`src/verilog/mpeg_codes_pkg.sv`:
```
// MPEG-1 system layer codes
`default_nettype none

package mpeg_codes_pkg;

   // start code prefix bytes, 0x000001
   localparam logic [7:0] PREFIX_ZERO = 8'h00;
   localparam logic [7:0] PREFIX_LAST = 8'h01;

   // code bytes after the prefix
   localparam logic [7:0] END_CODE        = 8'hB9;
   localparam logic [7:0] PACK_START_CODE = 8'hBA;
   localparam logic [7:0] SYS_HEADER_CODE = 8'hBB;
   localparam logic [7:0] FIRST_PES_ID    = 8'hBC;  // lowest stream id
   localparam logic [7:0] PRIVATE_STREAM_2 = 8'hBF; // no header extension

   // PES header bytes
   localparam logic [7:0] STUFFING_BYTE = 8'hFF;
   localparam logic [7:0] TS_NONE_BYTE  = 8'h0F;

   // lead byte prefixes
   localparam logic [3:0] TS_PTS_PREFIX     = 4'b0010;
   localparam logic [3:0] TS_PTS_DTS_PREFIX = 4'b0011;
   localparam logic [1:0] STD_PREFIX        = 2'b01;

endpackage

`default_nettype wire

```
`src/verilog/mpeg_fields_pkg.sv`:
```
// MPEG-1 parsed field types
`default_nettype none

package mpeg_fields_pkg;

   typedef enum logic [2:0] {
      HUNT,
      PACK,
      SYSHDR_LEN,
      SYSHDR_SKIP,
      PES,
      DONE
   } ctrl_mode_e;

   typedef struct packed {
      logic [32:0] scr;
      logic [21:0] mux_rate;
   } pack_info_t;

   typedef struct packed {
      logic [7:0]  stream_id;
      logic [15:0] packet_length;
      logic        has_std;
      logic        std_scale;
      logic [12:0] std_size;
      logic        has_pts;
      logic        has_dts;
      logic [32:0] pts;
      logic [32:0] dts;
   } pes_info_t;

   typedef struct packed {
      logic [7:0] stream_id;
      logic [7:0] data;
   } payload_t;

   // '01' scale size[12:8]
   typedef struct packed {
      logic [1:0] prefix;
      logic       scale;
      logic [4:0] size_hi;
   } std_lead_t;

   // '001x' ts[32:30] marker
   typedef struct packed {
      logic [3:0] prefix;
      logic [2:0] ts_hi;
      logic       marker;
   } ts_lead_t;

   typedef union packed {
      std_lead_t std_view;
      ts_lead_t  ts_view;
   } pes_lead_u;

endpackage

`default_nettype wire

```
`src/verilog/bit_deserializer.sv`:
```
// Serial to byte deserializer
`timescale 1ns/1ps
`default_nettype none

module bit_deserializer (
   input  logic       clk,
   input  logic       rst,
   input  logic       serial_in,
   output logic [7:0] byte_data,
   output logic       byte_valid
);

   logic [2:0] bit_cnt;
   logic [7:0] shift_reg;

   assign byte_data = shift_reg;  // whole byte while byte_valid is high

   always_ff @(posedge clk)
   begin
      if (rst)
      begin
         bit_cnt    <= 3'd0;
         byte_valid <= 1'b0;
      end
      else
      begin
         bit_cnt    <= bit_cnt + 3'd1;
         byte_valid <= (bit_cnt == 3'd7);  // eighth bit shifted this edge
      end
   end

   always_ff @(posedge clk)
   begin
      shift_reg <= {shift_reg[6:0], serial_in};  // msb first
   end

endmodule

`default_nettype wire

```
`src/verilog/start_code_scanner.sv`:
```
// Start code prefix scanner
`timescale 1ns/1ps
`default_nettype none

module start_code_scanner
   import mpeg_codes_pkg::*;
(
   input  logic       clk,
   input  logic       rst,
   input  logic [7:0] byte_data,
   input  logic       byte_valid,
   input  logic       hunt,
   output logic [7:0] code,
   output logic       code_valid
);

   typedef enum logic [1:0] {
      SCAN_IDLE,
      SCAN_ZERO1,
      SCAN_ZERO2,  // two or more zero bytes seen
      SCAN_CODE
   } scan_state_e;

   scan_state_e state;

   always_ff @(posedge clk)
   begin
      if (rst)
      begin
         state      <= SCAN_IDLE;
         code_valid <= 1'b0;
      end
      else
      begin
         code_valid <= 1'b0;
         if (!hunt)
            state <= SCAN_IDLE;  // restart on every hunt
         else if (byte_valid)
         begin
            case (state)
               SCAN_IDLE:
                  if (byte_data == PREFIX_ZERO)
                     state <= SCAN_ZERO1;
               SCAN_ZERO1:
                  state <= (byte_data == PREFIX_ZERO) ? SCAN_ZERO2 : SCAN_IDLE;
               SCAN_ZERO2:
                  if (byte_data == PREFIX_LAST)
                     state <= SCAN_CODE;
                  else if (byte_data != PREFIX_ZERO)
                     state <= SCAN_IDLE;  // extra zeros keep the match
               SCAN_CODE:
               begin
                  code_valid <= 1'b1;
                  state      <= SCAN_IDLE;
               end
               default:
                  state <= SCAN_IDLE;
            endcase
         end
      end
   end

   always_ff @(posedge clk)
   begin
      if (hunt && byte_valid && state == SCAN_CODE)
         code <= byte_data;
   end

endmodule

`default_nettype wire

```
`src/verilog/pack_header_parser.sv`:
```
// Pack header parser
`timescale 1ns/1ps
`default_nettype none

module pack_header_parser
   import mpeg_fields_pkg::*;
(
   input  logic       clk,
   input  logic       rst,
   input  logic [7:0] byte_data,
   input  logic       byte_valid,
   input  logic       start,
   output pack_info_t pack_info,
   output logic       pack_valid,
   output logic       done
);

   logic        busy;
   logic [2:0]  byte_cnt;
   logic [63:0] hdr;  // byte 0 in the top bits

   always_ff @(posedge clk)
   begin
      if (rst)
      begin
         busy       <= 1'b0;
         byte_cnt   <= 3'd0;
         pack_valid <= 1'b0;
      end
      else
      begin
         pack_valid <= 1'b0;
         if (start)
         begin
            busy     <= 1'b1;
            byte_cnt <= 3'd0;
         end
         else if (busy && byte_valid)
         begin
            byte_cnt <= byte_cnt + 3'd1;
            if (byte_cnt == 3'd7)
            begin
               busy       <= 1'b0;
               pack_valid <= 1'b1;
            end
         end
      end
   end

   always_ff @(posedge clk)
   begin
      if (busy && byte_valid)
         hdr <= {hdr[55:0], byte_data};
   end

   // '0010' prefix and markers dropped
   assign pack_info.scr = {hdr[59:57], hdr[55:48], hdr[47:41], hdr[39:32], hdr[31:25]};
   assign pack_info.mux_rate = {hdr[22:16], hdr[15:8], hdr[7:1]};

   assign done = pack_valid;  // header is the whole section

endmodule

`default_nettype wire

```
`src/verilog/pes_header_parser.sv`:
```
// PES packet parser
`timescale 1ns/1ps
`default_nettype none

module pes_header_parser
   import mpeg_codes_pkg::*;
   import mpeg_fields_pkg::*;
(
   input  logic       clk,
   input  logic       rst,
   input  logic [7:0] byte_data,
   input  logic       byte_valid,
   input  logic       start,
   input  logic [7:0] stream_id,
   output pes_info_t  pes_info,
   output logic       pes_valid,
   output payload_t   payload,
   output logic       payload_valid,
   output logic       done
);

   typedef enum logic [2:0] {
      ST_IDLE,
      ST_LEN_HI,
      ST_LEN_LO,
      ST_LEAD,     // stuffing, STD or timestamp lead byte
      ST_STD_LO,
      ST_TS,
      ST_PAYLOAD
   } pes_state_e;

   pes_state_e  state;
   logic [15:0] rem;      // bytes left in the packet
   logic [3:0]  ts_idx;   // timestamp byte after the lead
   pes_lead_u   lead;
   logic [15:0] len_word;
   logic        last_byte;
   logic        is_std;
   logic        is_ts;
   logic        is_none;
   logic        ts_end;
   logic        hdr_fin;

   assign lead      = byte_data;  // same byte, two views
   assign len_word  = {pes_info.packet_length[15:8], byte_data};
   assign last_byte = (rem == 16'd1);
   assign is_none   = (byte_data == TS_NONE_BYTE);
   assign is_std    = (lead.std_view.prefix == STD_PREFIX);
   assign is_ts     = (lead.ts_view.prefix == TS_PTS_PREFIX) ||
                      (lead.ts_view.prefix == TS_PTS_DTS_PREFIX);
   assign ts_end    = (ts_idx == (pes_info.has_dts ? 4'd9 : 4'd4));

   // header ends on this byte
   always_comb
   begin
      case (state)
         ST_LEAD:   hdr_fin = last_byte || is_none;
         ST_STD_LO: hdr_fin = last_byte;
         ST_TS:     hdr_fin = last_byte || ts_end;
         default:   hdr_fin = 1'b0;
      endcase
   end

   always_ff @(posedge clk)
   begin
      if (rst)
      begin
         state         <= ST_IDLE;
         pes_valid     <= 1'b0;
         payload_valid <= 1'b0;
         done          <= 1'b0;
      end
      else
      begin
         pes_valid     <= 1'b0;
         payload_valid <= 1'b0;
         done          <= 1'b0;
         if (start)
            state <= ST_LEN_HI;
         else if (byte_valid)
         begin
            case (state)
               ST_LEN_HI:
                  state <= ST_LEN_LO;
               ST_LEN_LO:
               begin
                  rem <= len_word;
                  if (len_word == 16'd0)
                  begin
                     pes_valid <= 1'b1;  // empty packet
                     done      <= 1'b1;
                     state     <= ST_IDLE;
                  end
                  else if (pes_info.stream_id == PRIVATE_STREAM_2)
                  begin
                     pes_valid <= 1'b1;
                     state     <= ST_PAYLOAD;
                  end
                  else
                     state <= ST_LEAD;
               end
               ST_LEAD:
               begin
                  rem <= rem - 16'd1;
                  if (is_std)
                     state <= ST_STD_LO;
                  else if (is_ts)
                  begin
                     ts_idx <= 4'd1;
                     state  <= ST_TS;
                  end
               end
               ST_STD_LO:
               begin
                  rem   <= rem - 16'd1;
                  state <= ST_LEAD;  // second lead byte follows
               end
               ST_TS:
               begin
                  rem    <= rem - 16'd1;
                  ts_idx <= ts_idx + 4'd1;
               end
               ST_PAYLOAD:
               begin
                  rem           <= rem - 16'd1;
                  payload_valid <= 1'b1;
                  if (last_byte)
                  begin
                     done  <= 1'b1;
                     state <= ST_IDLE;
                  end
               end
               default:
                  state <= ST_IDLE;
            endcase
            if (hdr_fin)
            begin
               pes_valid <= 1'b1;
               done      <= last_byte;
               state     <= last_byte ? ST_IDLE : ST_PAYLOAD;
            end
         end
      end
   end

   always_ff @(posedge clk)
   begin
      if (start)
      begin
         pes_info           <= '0;
         pes_info.stream_id <= stream_id;
      end
      else if (byte_valid)
      begin
         case (state)
            ST_LEN_HI: pes_info.packet_length[15:8] <= byte_data;
            ST_LEN_LO: pes_info.packet_length[7:0]  <= byte_data;
            ST_LEAD:
               if (is_std)
               begin
                  pes_info.has_std         <= 1'b1;
                  pes_info.std_scale       <= lead.std_view.scale;
                  pes_info.std_size[12:8]  <= lead.std_view.size_hi;
               end
               else if (is_ts)
               begin
                  pes_info.has_pts     <= 1'b1;
                  pes_info.has_dts     <= (lead.ts_view.prefix == TS_PTS_DTS_PREFIX);
                  pes_info.pts[32:30]  <= lead.ts_view.ts_hi;
               end
            ST_STD_LO: pes_info.std_size[7:0] <= byte_data;
            ST_TS:
               case (ts_idx)  // markers in bit 0 dropped
                  4'd1: pes_info.pts[29:22] <= byte_data;
                  4'd2: pes_info.pts[21:15] <= byte_data[7:1];
                  4'd3: pes_info.pts[14:7]  <= byte_data;
                  4'd4: pes_info.pts[6:0]   <= byte_data[7:1];
                  4'd5: pes_info.dts[32:30] <= lead.ts_view.ts_hi;
                  4'd6: pes_info.dts[29:22] <= byte_data;
                  4'd7: pes_info.dts[21:15] <= byte_data[7:1];
                  4'd8: pes_info.dts[14:7]  <= byte_data;
                  default: pes_info.dts[6:0] <= byte_data[7:1];
               endcase
            ST_PAYLOAD:
            begin
               payload.stream_id <= pes_info.stream_id;
               payload.data      <= byte_data;
            end
            default: ;
         endcase
      end
   end

endmodule

`default_nettype wire

```
`src/verilog/stream_ctrl.sv`:
```
// System stream control FSM
`timescale 1ns/1ps
`default_nettype none

module stream_ctrl
   import mpeg_codes_pkg::*;
   import mpeg_fields_pkg::*;
(
   input  logic       clk,
   input  logic       rst,
   input  logic [7:0] code,
   input  logic       code_valid,
   input  logic [7:0] byte_data,
   input  logic       byte_valid,
   input  logic       pack_done,
   input  logic       pes_done,
   output logic       hunt,
   output logic       pack_start,
   output logic       pes_start,
   output logic [7:0] stream_id,
   output logic       stream_end
);

   ctrl_mode_e  mode;
   logic [15:0] skip_cnt;     // system header length, then bytes left
   logic        len_hi_seen;
   logic [15:0] len_word;

   assign hunt     = (mode == HUNT);
   assign len_word = {skip_cnt[15:8], byte_data};

   always_ff @(posedge clk)
   begin
      if (rst)
      begin
         mode        <= HUNT;
         pack_start  <= 1'b0;
         pes_start   <= 1'b0;
         stream_end  <= 1'b0;
         len_hi_seen <= 1'b0;
      end
      else
      begin
         pack_start <= 1'b0;
         pes_start  <= 1'b0;
         case (mode)
            HUNT:
               if (code_valid)
               begin
                  if (code == PACK_START_CODE)
                  begin
                     mode       <= PACK;
                     pack_start <= 1'b1;
                  end
                  else if (code == SYS_HEADER_CODE)
                  begin
                     mode        <= SYSHDR_LEN;
                     len_hi_seen <= 1'b0;
                  end
                  else if (code == END_CODE)
                  begin
                     mode       <= DONE;
                     stream_end <= 1'b1;  // sticky
                  end
                  else if (code >= FIRST_PES_ID)
                  begin
                     mode      <= PES;
                     pes_start <= 1'b1;
                  end
               end
            PACK:
               if (pack_done)
                  mode <= HUNT;
            PES:
               if (pes_done)
                  mode <= HUNT;
            SYSHDR_LEN:
               if (byte_valid)
               begin
                  if (!len_hi_seen)
                     len_hi_seen <= 1'b1;
                  else if (len_word == 16'd0)
                     mode <= HUNT;
                  else
                     mode <= SYSHDR_SKIP;
               end
            SYSHDR_SKIP:
               if (byte_valid && skip_cnt == 16'd1)
                  mode <= HUNT;
            default: ;  // DONE holds until reset
         endcase
      end
   end

   always_ff @(posedge clk)
   begin
      if (mode == HUNT && code_valid)
         stream_id <= code;
      if (byte_valid && mode == SYSHDR_LEN)
         skip_cnt <= len_hi_seen ? len_word : {byte_data, skip_cnt[7:0]};
      else if (byte_valid && mode == SYSHDR_SKIP)
         skip_cnt <= skip_cnt - 16'd1;
   end

endmodule

`default_nettype wire

```
`src/verilog/mpeg_sys_decoder.sv`:
```
// MPEG-1 system stream decoder
`timescale 1ns/1ps
`default_nettype none

module mpeg_sys_decoder
   import mpeg_fields_pkg::*;
(
   input  logic       clk,
   input  logic       rst,
   input  logic       serial_in,
   output pack_info_t pack_info,
   output logic       pack_valid,
   output pes_info_t  pes_info,
   output logic       pes_valid,
   output payload_t   payload,
   output logic       payload_valid,
   output logic       stream_end
);

   logic [7:0] byte_data;
   logic       byte_valid;
   logic       hunt;
   logic [7:0] code;
   logic       code_valid;
   logic       pack_start;
   logic       pes_start;
   logic [7:0] stream_id;
   logic       pack_done;
   logic       pes_done;

   bit_deserializer u_deser (
      .clk(clk), .rst(rst), .serial_in(serial_in),
      .byte_data(byte_data), .byte_valid(byte_valid)
   );

   start_code_scanner u_scan (
      .clk(clk), .rst(rst), .byte_data(byte_data), .byte_valid(byte_valid),
      .hunt(hunt), .code(code), .code_valid(code_valid)
   );

   stream_ctrl u_ctrl (
      .clk(clk), .rst(rst), .code(code), .code_valid(code_valid),
      .byte_data(byte_data), .byte_valid(byte_valid),
      .pack_done(pack_done), .pes_done(pes_done), .hunt(hunt),
      .pack_start(pack_start), .pes_start(pes_start),
      .stream_id(stream_id), .stream_end(stream_end)
   );

   pack_header_parser u_pack (
      .clk(clk), .rst(rst), .byte_data(byte_data), .byte_valid(byte_valid),
      .start(pack_start), .pack_info(pack_info), .pack_valid(pack_valid),
      .done(pack_done)
   );

   pes_header_parser u_pes (
      .clk(clk), .rst(rst), .byte_data(byte_data), .byte_valid(byte_valid),
      .start(pes_start), .stream_id(stream_id), .pes_info(pes_info),
      .pes_valid(pes_valid), .payload(payload), .payload_valid(payload_valid),
      .done(pes_done)
   );

endmodule

`default_nettype wire

```
`config.mk`:
```
export PLATFORM = sky130hd
export DESIGN_NAME = mpeg_sys_decoder
export DESIGN_NICKNAME = d
export VERILOG_FILES = /design/src/verilog/mpeg_codes_pkg.sv /design/src/verilog/mpeg_fields_pkg.sv /design/src/verilog/bit_deserializer.sv /design/src/verilog/start_code_scanner.sv /design/src/verilog/pack_header_parser.sv /design/src/verilog/pes_header_parser.sv /design/src/verilog/stream_ctrl.sv /design/src/verilog/mpeg_sys_decoder.sv
export SDC_FILE = /design/constraint.sdc
export NUM_CORES = 1
export LEC_CHECK = 0
export BUFFER_PORTS_ARGS = -buffer_cell sky130_fd_sc_hd__buf_2
export CORE_MARGIN = 5
export CORE_UTILIZATION = 40
export DETAILED_ROUTE_END_ITERATION = 12
export GPL_TIMING_DRIVEN = 0
export HOLD_SLACK_MARGIN = 0.15
export PLACE_DENSITY = 0.62
export SLEW_MARGIN = 20
export SYNTH_ARGS = -nofsm -noshare
export SYNTH_HDL_FRONTEND = slang
export SYNTH_SLANG_ARGS = --single-unit
```
`constraint.sdc`:
```
create_clock -name clk -period 3.5 [get_ports clk]
set_clock_uncertainty 0.15 [all_clocks]
set_input_delay 0.875 -clock clk [delete_from_list [all_inputs] [get_ports clk]]
set_output_delay 0.875 -clock clk [all_outputs]
set_load 0.05 [all_outputs]
```
==> summary.md, run 1 <==
| Metric | Value |
|---|---|
| CP arrival | 3.33 ns |
| Overflow after GRT | 0 |
| Flops & latches, synth | 267 |
| Global router's overall resource usage | 0.165 |
| Core area | 26,800 µm² |
| H-tree depth | 1 |
| Initial Utilization | 0.403 |
| Design area | 13,200 µm² |
| Worst-Skew Late Latency | 0.54 ns |
| Most numerous cell in the Yosys netlist | edfxtp_1 |
| # diodes | 0 |
| Crit-path slowest cell | nor2_2 |
| Die Wd | 174 µm |
| Period utilisation layout | 0.868 |
| CP Capture Type | flip-flop |
| Setup bufs post-CTS | 0 |
| Seq/Total Area, Yosys | 0.620 |
| Drt wl/cell | 17.0 µm |
| Routed vias/inst | 5.00 |
| Final net count | 1,174 |
| Kind of critical path | flip-flop to flip-flop |
| Largest family of logic cells by synthesized area | simple AND/OR/NAND/NOR gates |
| GP Congestion | 0.878 |
| Worst VDD drop | 269 µV |
| Fin. max-slew vios | 0 |
| Worst R2R Start | u_deser.byte_valid |
| Largest net degree at the start of global routing | 60 |
| Worst-Margin Slew | 1.13 ns |
| DR vias | 7,617 |
| Fin cells | 1,523 |
| Status | completed |
| Multiplexer area fraction after synthesis | 0.0778 |
| Warnings, synthesis | 0 |
| Net count after synthesis | 958 |
| CP Data Required Time | 3.79 ns |
| Via count of the first global-routing pass | 7,467 |
| Cell Area, Synth | 10,800 µm² |
| Post-Route WL | 25,900 µm |
| Critical R2R Capture | u_pes.done |
| CTS sink cnt | 267 |
| Relative slew slack | 0.240 |
| Number of port buffers | 184 |
| Post-Synth Adder-Cell Area | 0.0139 |
| Resized cells post-CTS | 0 |
| Share of cells above drive strength 1 | 0.251 |
| Clock slew at reported path FFs | 0.06 ns |
| Min-Delay Path Class | flip-flop to flip-flop |
| Hold Path End | u_deser.byte_data[6] |
| EDFF count, synth | 135 |
| Static leakage | 0.00564 µW |
| Power density over the cells | 492 nW/µm² |
| Clock buffer depth | 3 |
| Final hold vios | 0 |
| Ports | 185 |
| Hold-fix buffers, CTS | 0 |
| Count of cell types in the netlist | 58 |
| Max FO, Critical Path | 17 |
| Top cell type's share of synthesized area | 0.375 |
| Row count | 60 |
| Antenna violations before repair | 0 |
| Startpoint Class | flip-flop |
| Top FF cell, synth | edfxtp_1 |
| Mapped Cells | 943 |
| Core Util, Final | 0.491 |
| Final setup violation count | 0 |
| Die height | 174 µm |
| Crit path max-delay family | simple AND/OR/NAND/NOR gates |
| Achievable frequency | 0.329 GHz |
| RSZ-0062 raised after global routing | false |
| Slowest stage delay, CP | 0.76 ns |
| TritonCTS Buffers | 29 |
| DRT iter0 DRCs | 587 |
| R2r setup slk | 0.46 ns |
| Largest area contributor in the netlist | edfxtp_1 |
| Sum Neg Setup Slack | 0 ns |
| XOR/XNOR Fraction of Synth Area | 0.0276 |
| Drt pass-1 iters | 4 |
| Ys async rst share | 0 |
| Area after DPL | 12,200 µm² |
| DIE AREA | 30,400 µm² |
| Crit path top cell by count | clkbuf_1 |
| DRC | 0 |
| Simple-gate share of the synthesized area | 0.137 |
| Top post-synthesis cells by area | edfxtp_1 38%, dfxtp_1 24%, mux2i_1 7.8% |
| Synth Area in Compound Gates | 0.0601 |
| Syn_area_per_cell | 11.5 µm² |
| CP Cell Sequence | clkbuf_1, clkbuf_1, nand2_1, nor2_2, o31ai_1, a211oi_1 |
| Syn-to-layout area delta | 21.8% |
| Hold Path Cell Cnt | 0 |
| Post-route ant nets | 0 |
| Maxcap violations | 0 |
| R2R cell count | 6 |
| Tmin final | 3.04 ns |
| CTS tree | done |
| Root buffer cell | clkbuf_16 |
| Crit path buf inv count | 2 |
| Min-delay src | u_deser.byte_data[5] |
| Hpwl dp | 18,200 µm |
| Synth top cells by count | 135 x edfxtp_1, 132 x dfxtp_1, 126 x nor2_1 |
| Placed Cells | 1,469 |
| First-pass GRT wire length | 41,200 µm |
metal layers:
layer  global-route usage  up-vias  wire (µm)
li1                     -     3699          -
met1                0.221     3614      11600
met2                0.256      257      11400
met3               0.0544       47       2350
met4               0.0498        0        656
met5                    0        -          0
worst max-delay path by stage:
stage | startpoint | to | slack (ns) | cells after the start
CTS | u_deser.byte_valid | u_pes.done | 0.44 | 6
detailed placement | u_deser.byte_valid | u_pes.done | 0.47 | 6
floorplan | u_deser.byte_valid | u_pack.hdr[0] | 1.01 | 3
finish | u_deser.byte_valid | u_pes.done | 0.46 | 6
global placement | u_deser.byte_valid | u_pes.done | 0.03 | 6
global route | u_deser.byte_valid | u_pes.done | 0.21 | 6
state kept, by name, indices dropped and copies added (netlist names), 2 cells and up:
register,count
u_deser.bit_cnt,3
u_pack.byte_cnt,3
u_pes.payload,16
u_ctrl.mode,3
u_pack.hdr,59
u_pes.rem,16
u_ctrl.skip_cnt,16
u_pes.pes_info,107
u_deser.byte_data,8
u_pes.state,3
u_ctrl.stream_id,8
u_pes.ts_idx,4
u_scan.state,2
u_scan.code,8
cells in the final DEF, fill, tap and decap left out, drive strengths merged, types with 3 or more instances in the layout:
cell and n:
buf 245, edfxtp 135, dfxtp 132, nor2 126
mux2i 84, clkbuf 80, nand2 78, o21ai 35
a21oi 34, nand3 23, xnor2 22, nor3 20
inv 20, xor2 12, ha 12, nand3b 11
clkinv 10, nor4 9, nor2b 7, nand4 6
and2 6, nand2b 6, nand4b 5, o41ai 5
and3 4, nor4b 4, a211oi 4, bufinv 4
a31oi 3, o31ai 3, o22ai 3, clkinvlp 3
or4 3
layout make-up:
cell class	count	area, µm²
multi-input combinational	553	3440
fill	2480	13600
timing repair buffer	185	932
sequential	267	6700
tap	341	427
clock buffer	35	768
clock inverter	19	206
inverter	18	70.1
buffer	105	614
through the flow:
| step | setup slack [ns] | hold WS, ns | total power [µW] |
|---|---|---|---|
| after floorplan | 1.01 | 0.217 | 3400 |
| after global placement | 0.0263 | 0.248 | 3440 |
| after detailed placement | 0.474 | 0.255 | 3440 |
| after CTS | 0.439 | 0.265 | 6550 |
| after global routing | 0.206 | 0.277 | 6690 |
| final | 0.461 | 0.264 | 6470 |
power breakdown:
group          total [µW]  switching [µW]  internal [µW]
Sequential           3280            12.2           3270
Clock                3090            1230           1860
Combinational        94.4            67.8           26.6
Total                6470            1310           5160
logic make-up after synthesis:
kind of cell	Yosys count
compound gates	106
xor+xnor	34
fa+ha+maj	12
buf+inv	123
flops	267
mux	84
simple gates	317
Note: power is estimated with default switching activity, not from simulation.
==> run 2: changes to the inputs <==
--- a/config.mk
+++ b/config.mk
@@ -12,6 +12,7 @@
 export GPL_TIMING_DRIVEN = 0
 export HOLD_SLACK_MARGIN = 0.15
 export PLACE_DENSITY = 0.62
+export RECOVER_POWER = 50
 export SLEW_MARGIN = 20
 export SYNTH_ARGS = -nofsm -noshare
 export SYNTH_HDL_FRONTEND = slang
==> run 2 against run 1 <==
  * Worst hold slack improved by 0.00080 ns
  * First-iteration DRC count down 2.2%
  * Combinational power is essentially flat
  * Global-route usage did not move
  * Largest power group unchanged
==> summary.md, run 2 (synthesis results as in run 1) <==
| Metric | Value |
|---|---|
| Via count of the first global-routing pass | 7,467 (unchanged) |
| Max FO, Critical Path | 17 (unchanged) |
| Global router's overall resource usage | 0.165 (unchanged) |
| Root buffer cell | clkbuf_16 |
| Startpoint Class | flip-flop |
| Initial Utilization | 0.403 (unchanged) |
| Critical R2R Capture | u_pes.done |
| Switching Power | 1310 µW (+0.20%) |
| Die height | 174 µm (unchanged) |
| CTS sink cnt | 267 (unchanged) |
| DR vias | 7,630 (+0.17%) |
| TritonCTS Buffers | 29 (unchanged) |
| Most common cell after layout, fill and taps aside | clkbuf_1 |
| DRT iter0 DRCs | 574 (-2.2%) |
| Pint | 5160 µW (about the same) |
| R2r setup slk | 0.47 ns (about the same) |
| Worst setup path startpoint | u_deser.byte_valid |
| Slowest stage delay, CP | 0.75 ns (about the same) |
| Share of cells above drive strength 1 | 0.141 (-0.110) |
| # diodes | 0 (unchanged) |
| Worst VDD drop | 266 µV (-1.0%) |
| CP arrival | 3.32 ns (about the same) |
| Final setup violation count | 0 (unchanged) |
| Min-delay src | u_ctrl.stream_id[4] |
| Post-route ant nets | 0 (unchanged) |
| Final hold vios | 0 (unchanged) |
| Fin. max-slew vios | 0 (unchanged) |
| CP Capture Type | flip-flop |
| Maxcap violations | 0 (unchanged) |
| Biggest registers after layout | u_pes.pes_info x107, u_pack.hdr x59 |
| CP Data Required Time | 3.79 ns (about the same) |
| Die Wd | 174 µm (unchanged) |
| Drt wl/cell | 17.0 µm (-0.15%) |
| Achievable frequency | 0.330 GHz (+0.16%) |
| Clock buffer depth | 3 (unchanged) |
| RSZ-0062 raised after global routing | false |
| Resized cells post-CTS | 0 (unchanged) |
| Period utilisation layout | 0.867 (-0.00139) |
| Worst-Skew Late Latency | 0.54 ns (about the same) |
| Crit-path slowest cell | nor2_2 |
| Worst-Margin Slew | 1.07 ns (-0.0638 ns) |
| R2R cell count | 6 (unchanged) |
| Max FFs per register | 107 (unchanged) |
| Worst R2R Start | u_deser.byte_valid |
| H-tree depth | 1 (unchanged) |
| Kind of critical path | flip-flop to flip-flop |
| Switching fraction of total power | 0.203 (+0.000323) |
| Clock slew at reported path FFs | 0.06 ns (about the same) |
| Final net count | 1,174 (unchanged) |
| Relative slew slack | 0.283 (+0.0429) |
| Overflow after GRT | 0 (unchanged) |
| Comb pwr share | 0.015 (about the same) |
| Hold Path End | u_pes.pes_info[103] |
| Routed vias/inst | 5.01 (+0.17%) |
| Crit path top cell by count | clkbuf_1 |
| Crit path buf inv count | 2 (unchanged) |
| Drt pass-1 iters | 5 (+1) |
| Power density over the cells | 498 nW/µm² (+1.3%) |
| Antenna violations before repair | 0 (unchanged) |
| Largest net degree at the start of global routing | 60 (unchanged) |
| Status | completed |
| CTS tree | done |
| Static leakage | 0.00512 µW (-9.3%) |
| Reg power frac | 0.507 (about the same) |
| Clock share of power | 0.478 (about the same) |
| Row count | 60 (unchanged) |
| Number of port buffers | 184 (unchanged) |
| Most frequent cells in the layout | 179 x clkbuf_1, 135 x edfxtp_1, 132 x dfxtp_1 |
| Hpwl dp | 18,200 µm (unchanged) |
| First-pass GRT wire length | 41,200 µm (unchanged) |
| Min-Delay Path Class | flip-flop to flip-flop |
| Hold-fix buffers, CTS | 0 (unchanged) |
| Tmin final | 3.03 ns (-0.00488 ns) |
| Design area | 13,000 µm² (-1.2%) |
| Ports | 185 (unchanged) |
| Crit path max-delay family | simple AND/OR/NAND/NOR gates |
| Syn-to-layout area delta | 20.3% |
| Top reg by flops | u_pes.pes_info |
| Post-Route WL | 25,900 µm (-0.15%) |
| DIE AREA | 30,400 µm² (unchanged) |
| Area after DPL | 12,200 µm² (unchanged) |
| CP Cell Sequence | clkbuf_1, clkbuf_1, nand2_1, nor2_2, o31ai_1, a211oi_1 |
| Hold Path Cell Cnt | 0 (unchanged) |
| Sum Neg Setup Slack | 0 ns (unchanged) |
| Setup bufs post-CTS | 0 (unchanged) |
| Core area | 26,800 µm² (unchanged) |
| GP Congestion | 0.878 (unchanged) |
| DRC | 0 (unchanged) |
-- run 2: cell count changes in the layout (fill, tap and decap cells not counted), sizes merged --
cell    delta
buf      -131
clkbuf   +131
-- run 2: final cells by class --
class | instances | area [µm²]
clock buffers | 35 | 768
plain buffers | 105 | 613
repair buffers | 185 | 771
fillers | 2543 | 13800
multi-input cells | 553 | 3440
flip-flops and latches | 267 | 6700
inverters | 18 | 70.1
well taps | 341 | 427
clock inverters | 19 | 206
-- run 2: routing by layer --
| metal | track usage | share of wire | vias to the layer above |
|---|---|---|---|
| met1 | 0.221 | 0.45 | 3608 |
| met2 | 0.256 | 0.44 | 268 |
| li1 | - | - | 3705 |
| met5 | 0 | 0 | - |
| met4 | 0.0498 | 0.026 | 0 |
| met3 | 0.0544 | 0.091 | 49 |
-- run 2: worst max path at each step --
stage                    endpoint  cells past startpoint
global placement       u_pes.done                      6
finish                 u_pes.done                      6
floorplan           u_pack.hdr[0]                      3
detailed placement     u_pes.done                      6
global route           u_pes.done                      6
CTS                    u_pes.done                      6
-- run 2: metrics by stage --
stage	utilization	cells	setup slack [ns]	hold slack, ns	total power (µW)
finish	0.485	1523	0.465	0.265	6470
global route	0.485	1523	0.206	0.277	6690
CTS	0.491	1523	0.439	0.265	6550
detailed placement	0.454	1469	0.474	0.255	3440
global placement	0.453	1468	0.0263	0.248	3440
floorplan	-	943	1.01	0.217	3400
-- run 2: power groups by stage --
stage | sequential (µW) | combinational (µW) | clock [µW]
finish | 3280 | 94.1 | 3090
global route | 3280 | 104 | 3310
CTS | 3280 | 95.3 | 3170
detailed placement | 3350 | 94.6 | 0
global placement | 3350 | 94.3 | 0
floorplan | 3340 | 58.5 | 0
==> run 3: changes to the inputs <==
==> constraint.sdc (replaced) <==
create_clock -name clk -period 3.5 [get_ports clk]
set_clock_uncertainty 0.15 [all_clocks]
set_input_delay 0.175 -clock clk [delete_from_list [all_inputs] [get_ports clk]]
set_output_delay 0.175 -clock clk [all_outputs]
set_load 0.05 [all_outputs]
==> run 3 against run 2 <==
  * Clock power about the same
  * Sequential cell count unchanged
  * Cell count up 0.20%
  * Power about the same
  * Register-to-register slack better by 0.02 ns
  * Sequential power about the same
  * Non-clock buffer count up 3
  * Clock-buffer cell count unchanged
  * Final area down 0.16%
  * Critical endpoint unchanged
  * Largest power group unchanged
  * Highest routed layer unchanged
==> summary.md, run 3 (synthesis results as in run 1) <==
| Metric | Value |
|---|---|
| CP Data Required Time | 3.79 ns (about the same) |
| R2r setup slk | 0.49 ns (+0.02 ns) |
| # diodes | 0 (unchanged) |
| Routed vias/inst | 5.01 (about the same) |
| Kind of critical path | flip-flop to flip-flop |
| Row count | 60 (unchanged) |
| DRC | 0 (unchanged) |
| Critical Path Sink | u_pes.done |
| Met2 usage | 0.256 (unchanged) |
| Most Used Layer, Global Route | met2 |
| Root buffer cell | clkbuf_16 |
| Clock slew at reported path FFs | 0.06 ns (about the same) |
| Worst VDD drop | 265 µV (-0.73%) |
| Share of cells above drive strength 1 | 0.106 (-0.0350) |
| Pint | 5160 µW (about the same) |
| Ports | 185 (unchanged) |
| Number of port buffers | 184 (unchanged) |
| CTS sink cnt | 267 (unchanged) |
| Period utilisation layout | 0.860 (-0.00683) |
| DR vias | 7,640 (+0.13%) |
| Static leakage | 0.00501 µW (-2.0%) |
| Die height | 174 µm (unchanged) |
| Most common cell after layout, fill and taps aside | clkbuf_1 |
| Biggest registers after layout | u_pes.pes_info x107, u_pack.hdr x59 |
| Clock share of power | 0.478 (about the same) |
| Hpwl dp | 18,200 µm (unchanged) |
| GP Congestion | 0.878 (unchanged) |
| Status | completed |
| Sum Neg Setup Slack | 0 ns (unchanged) |
| Post-Route WL | 26,000 µm (+0.57%) |
| Worst-Skew Late Latency | 0.54 ns (about the same) |
| Resized cells post-CTS | 0 (unchanged) |
| Syn-to-layout area delta | 20.1% |
| Global router's overall resource usage | 0.165 (unchanged) |
| Most frequent cells in the layout | 220 x clkbuf_1, 135 x edfxtp_1, 132 x dfxtp_1 |
| First-pass GRT wire length | 41,200 µm (about the same) |
| Switching fraction of total power | 0.203 (about the same) |
| Comb pwr share | 0.015 (about the same) |
| Final setup violation count | 0 (unchanged) |
| Fin. max-slew vios | 0 (unchanged) |
| Fin Hold WS | 0.265 ns (-0.000107 ns) |
| Top reg by flops | u_pes.pes_info |
| CTS tree | done |
| CP Capture Type | flip-flop |
| Switching Power | 1310 µW (about the same) |
| Tmin final | 3.01 ns (-0.0239 ns) |
| RSZ-0062 raised after global routing | false |
| Final hold vios | 0 (unchanged) |
| Met3 Track Usage GR | 0.0542 (-0.000217) |
| Die Wd | 174 µm (unchanged) |
| Core area | 26,800 µm² (unchanged) |
| Startpoint Class | flip-flop |
| Met1 Use GR | 0.221 (about the same) |
| Maxcap violations | 0 (unchanged) |
| Achievable frequency | 0.332 GHz (+0.79%) |
| Max FO, Critical Path | 17 (unchanged) |
| Setup bufs post-CTS | 0 (unchanged) |
| DIE AREA | 30,400 µm² (unchanged) |
| Antenna violations before repair | 0 (unchanged) |
| DRT iter0 DRCs | 619 (+7.8%) |
| Largest net degree at the start of global routing | 60 (unchanged) |
| Critical R2R Capture | u_pes.done |
| Worst setup path startpoint | u_deser.byte_valid |
| Overflow after GRT | 0 (unchanged) |
| Clock buffer depth | 3 (unchanged) |
| Via count of the first global-routing pass | 7,477 (+0.13%) |
| Area after DPL | 12,200 µm² (unchanged) |
| Min-Delay Path Class | flip-flop to flip-flop |
| Worst R2R Start | u_deser.byte_valid |
| Power density over the cells | 499 nW/µm² (+0.19%) |
| Final net count | 1,177 (+0.26%) |
| CP arrival | 3.30 ns (-0.02 ns) |
| Max FFs per register | 107 (unchanged) |
| Design area | 13,000 µm² (-0.16%) |
| TritonCTS Buffers | 29 (unchanged) |
| Drt pass-1 iters | 5 (unchanged) |
| H-tree depth | 1 (unchanged) |
| R2R cell count | 6 (unchanged) |
| Reg power frac | 0.507 (about the same) |
| Relative slew slack | 0.255 (-0.0276) |
| Post-route ant nets | 0 (unchanged) |
| Post-layout power | 6470 µW (about the same) |
| Initial Utilization | 0.403 (unchanged) |
| Drt wl/cell | 17.1 µm (+0.37%) |
| Worst-Margin Slew | 1.11 ns (+0.0411 ns) |
| Hold-fix buffers, CTS | 3 (+3) |
[run 3: worst min path at each step]
stage,startpoint,endpoint,slack [ns],cells after the start
global placement,serial_in,u_deser.byte_data[0],0.15,1
global route,u_ctrl.stream_id[2],u_pes.pes_info[101],0.28,0
detailed placement,serial_in,u_deser.byte_data[0],0.14,1
finish,u_deser.byte_data[5],u_deser.byte_data[6],0.26,0
floorplan,serial_in,u_deser.byte_data[0],0.05,0
CTS,u_ctrl.stream_id[4],u_pes.pes_info[103],0.27,0
[run 3: layout make-up]
cell class,instances,area (µm²)
inverter,18,70.1
fill,2555,13800
multi-input combinational,553,3440
sequential,267,6700
buffer,105,614
clock inverter,19,206
timing repair buffer,188,748
clock buffer,35,768
tap,341,427
[run 3: power groups by stage]
stage / sequential (µW) / combinational (µW) / clock (µW)
floorplan: 3340 / 58.5 / 0
global placement: 3350 / 94.3 / 0
detailed placement: 3350 / 94.6 / 0
CTS: 3280 / 97.8 / 3170
global route: 3280 / 107 / 3310
finish: 3280 / 96.6 / 3090
[run 3: worst max-delay path, cell delays in order, from the launching register on]
cell,delay (ns)
dfxtp_1,0.33
clkbuf_1,0.47
clkbuf_1,0.51
nand2_1,0.31
nor2_2,0.75
o31ai_1,0.17
a211oi_1,0.23
[run 3: per-layer routing]
| layer | wire length, µm | up-vias |
|---|---|---|
| met3 | 2250 | 46 |
| met2 | 11300 | 261 |
| met5 | 0 | - |
| li1 | - | 3710 |
| met1 | 11800 | 3623 |
| met4 | 665 | 0 |
[run 3: per-stage QoR]
stage          worst slack (ns)  std cells  utilization
2_1_floorplan              1.01        943            -
3_3_place_gp             0.0263       1468        0.453
3_5_place_dp              0.474       1469        0.454
4_1_cts                   0.439       1526        0.492
5_1_grt                   0.206       1526        0.484
6_report                  0.489       1526        0.484
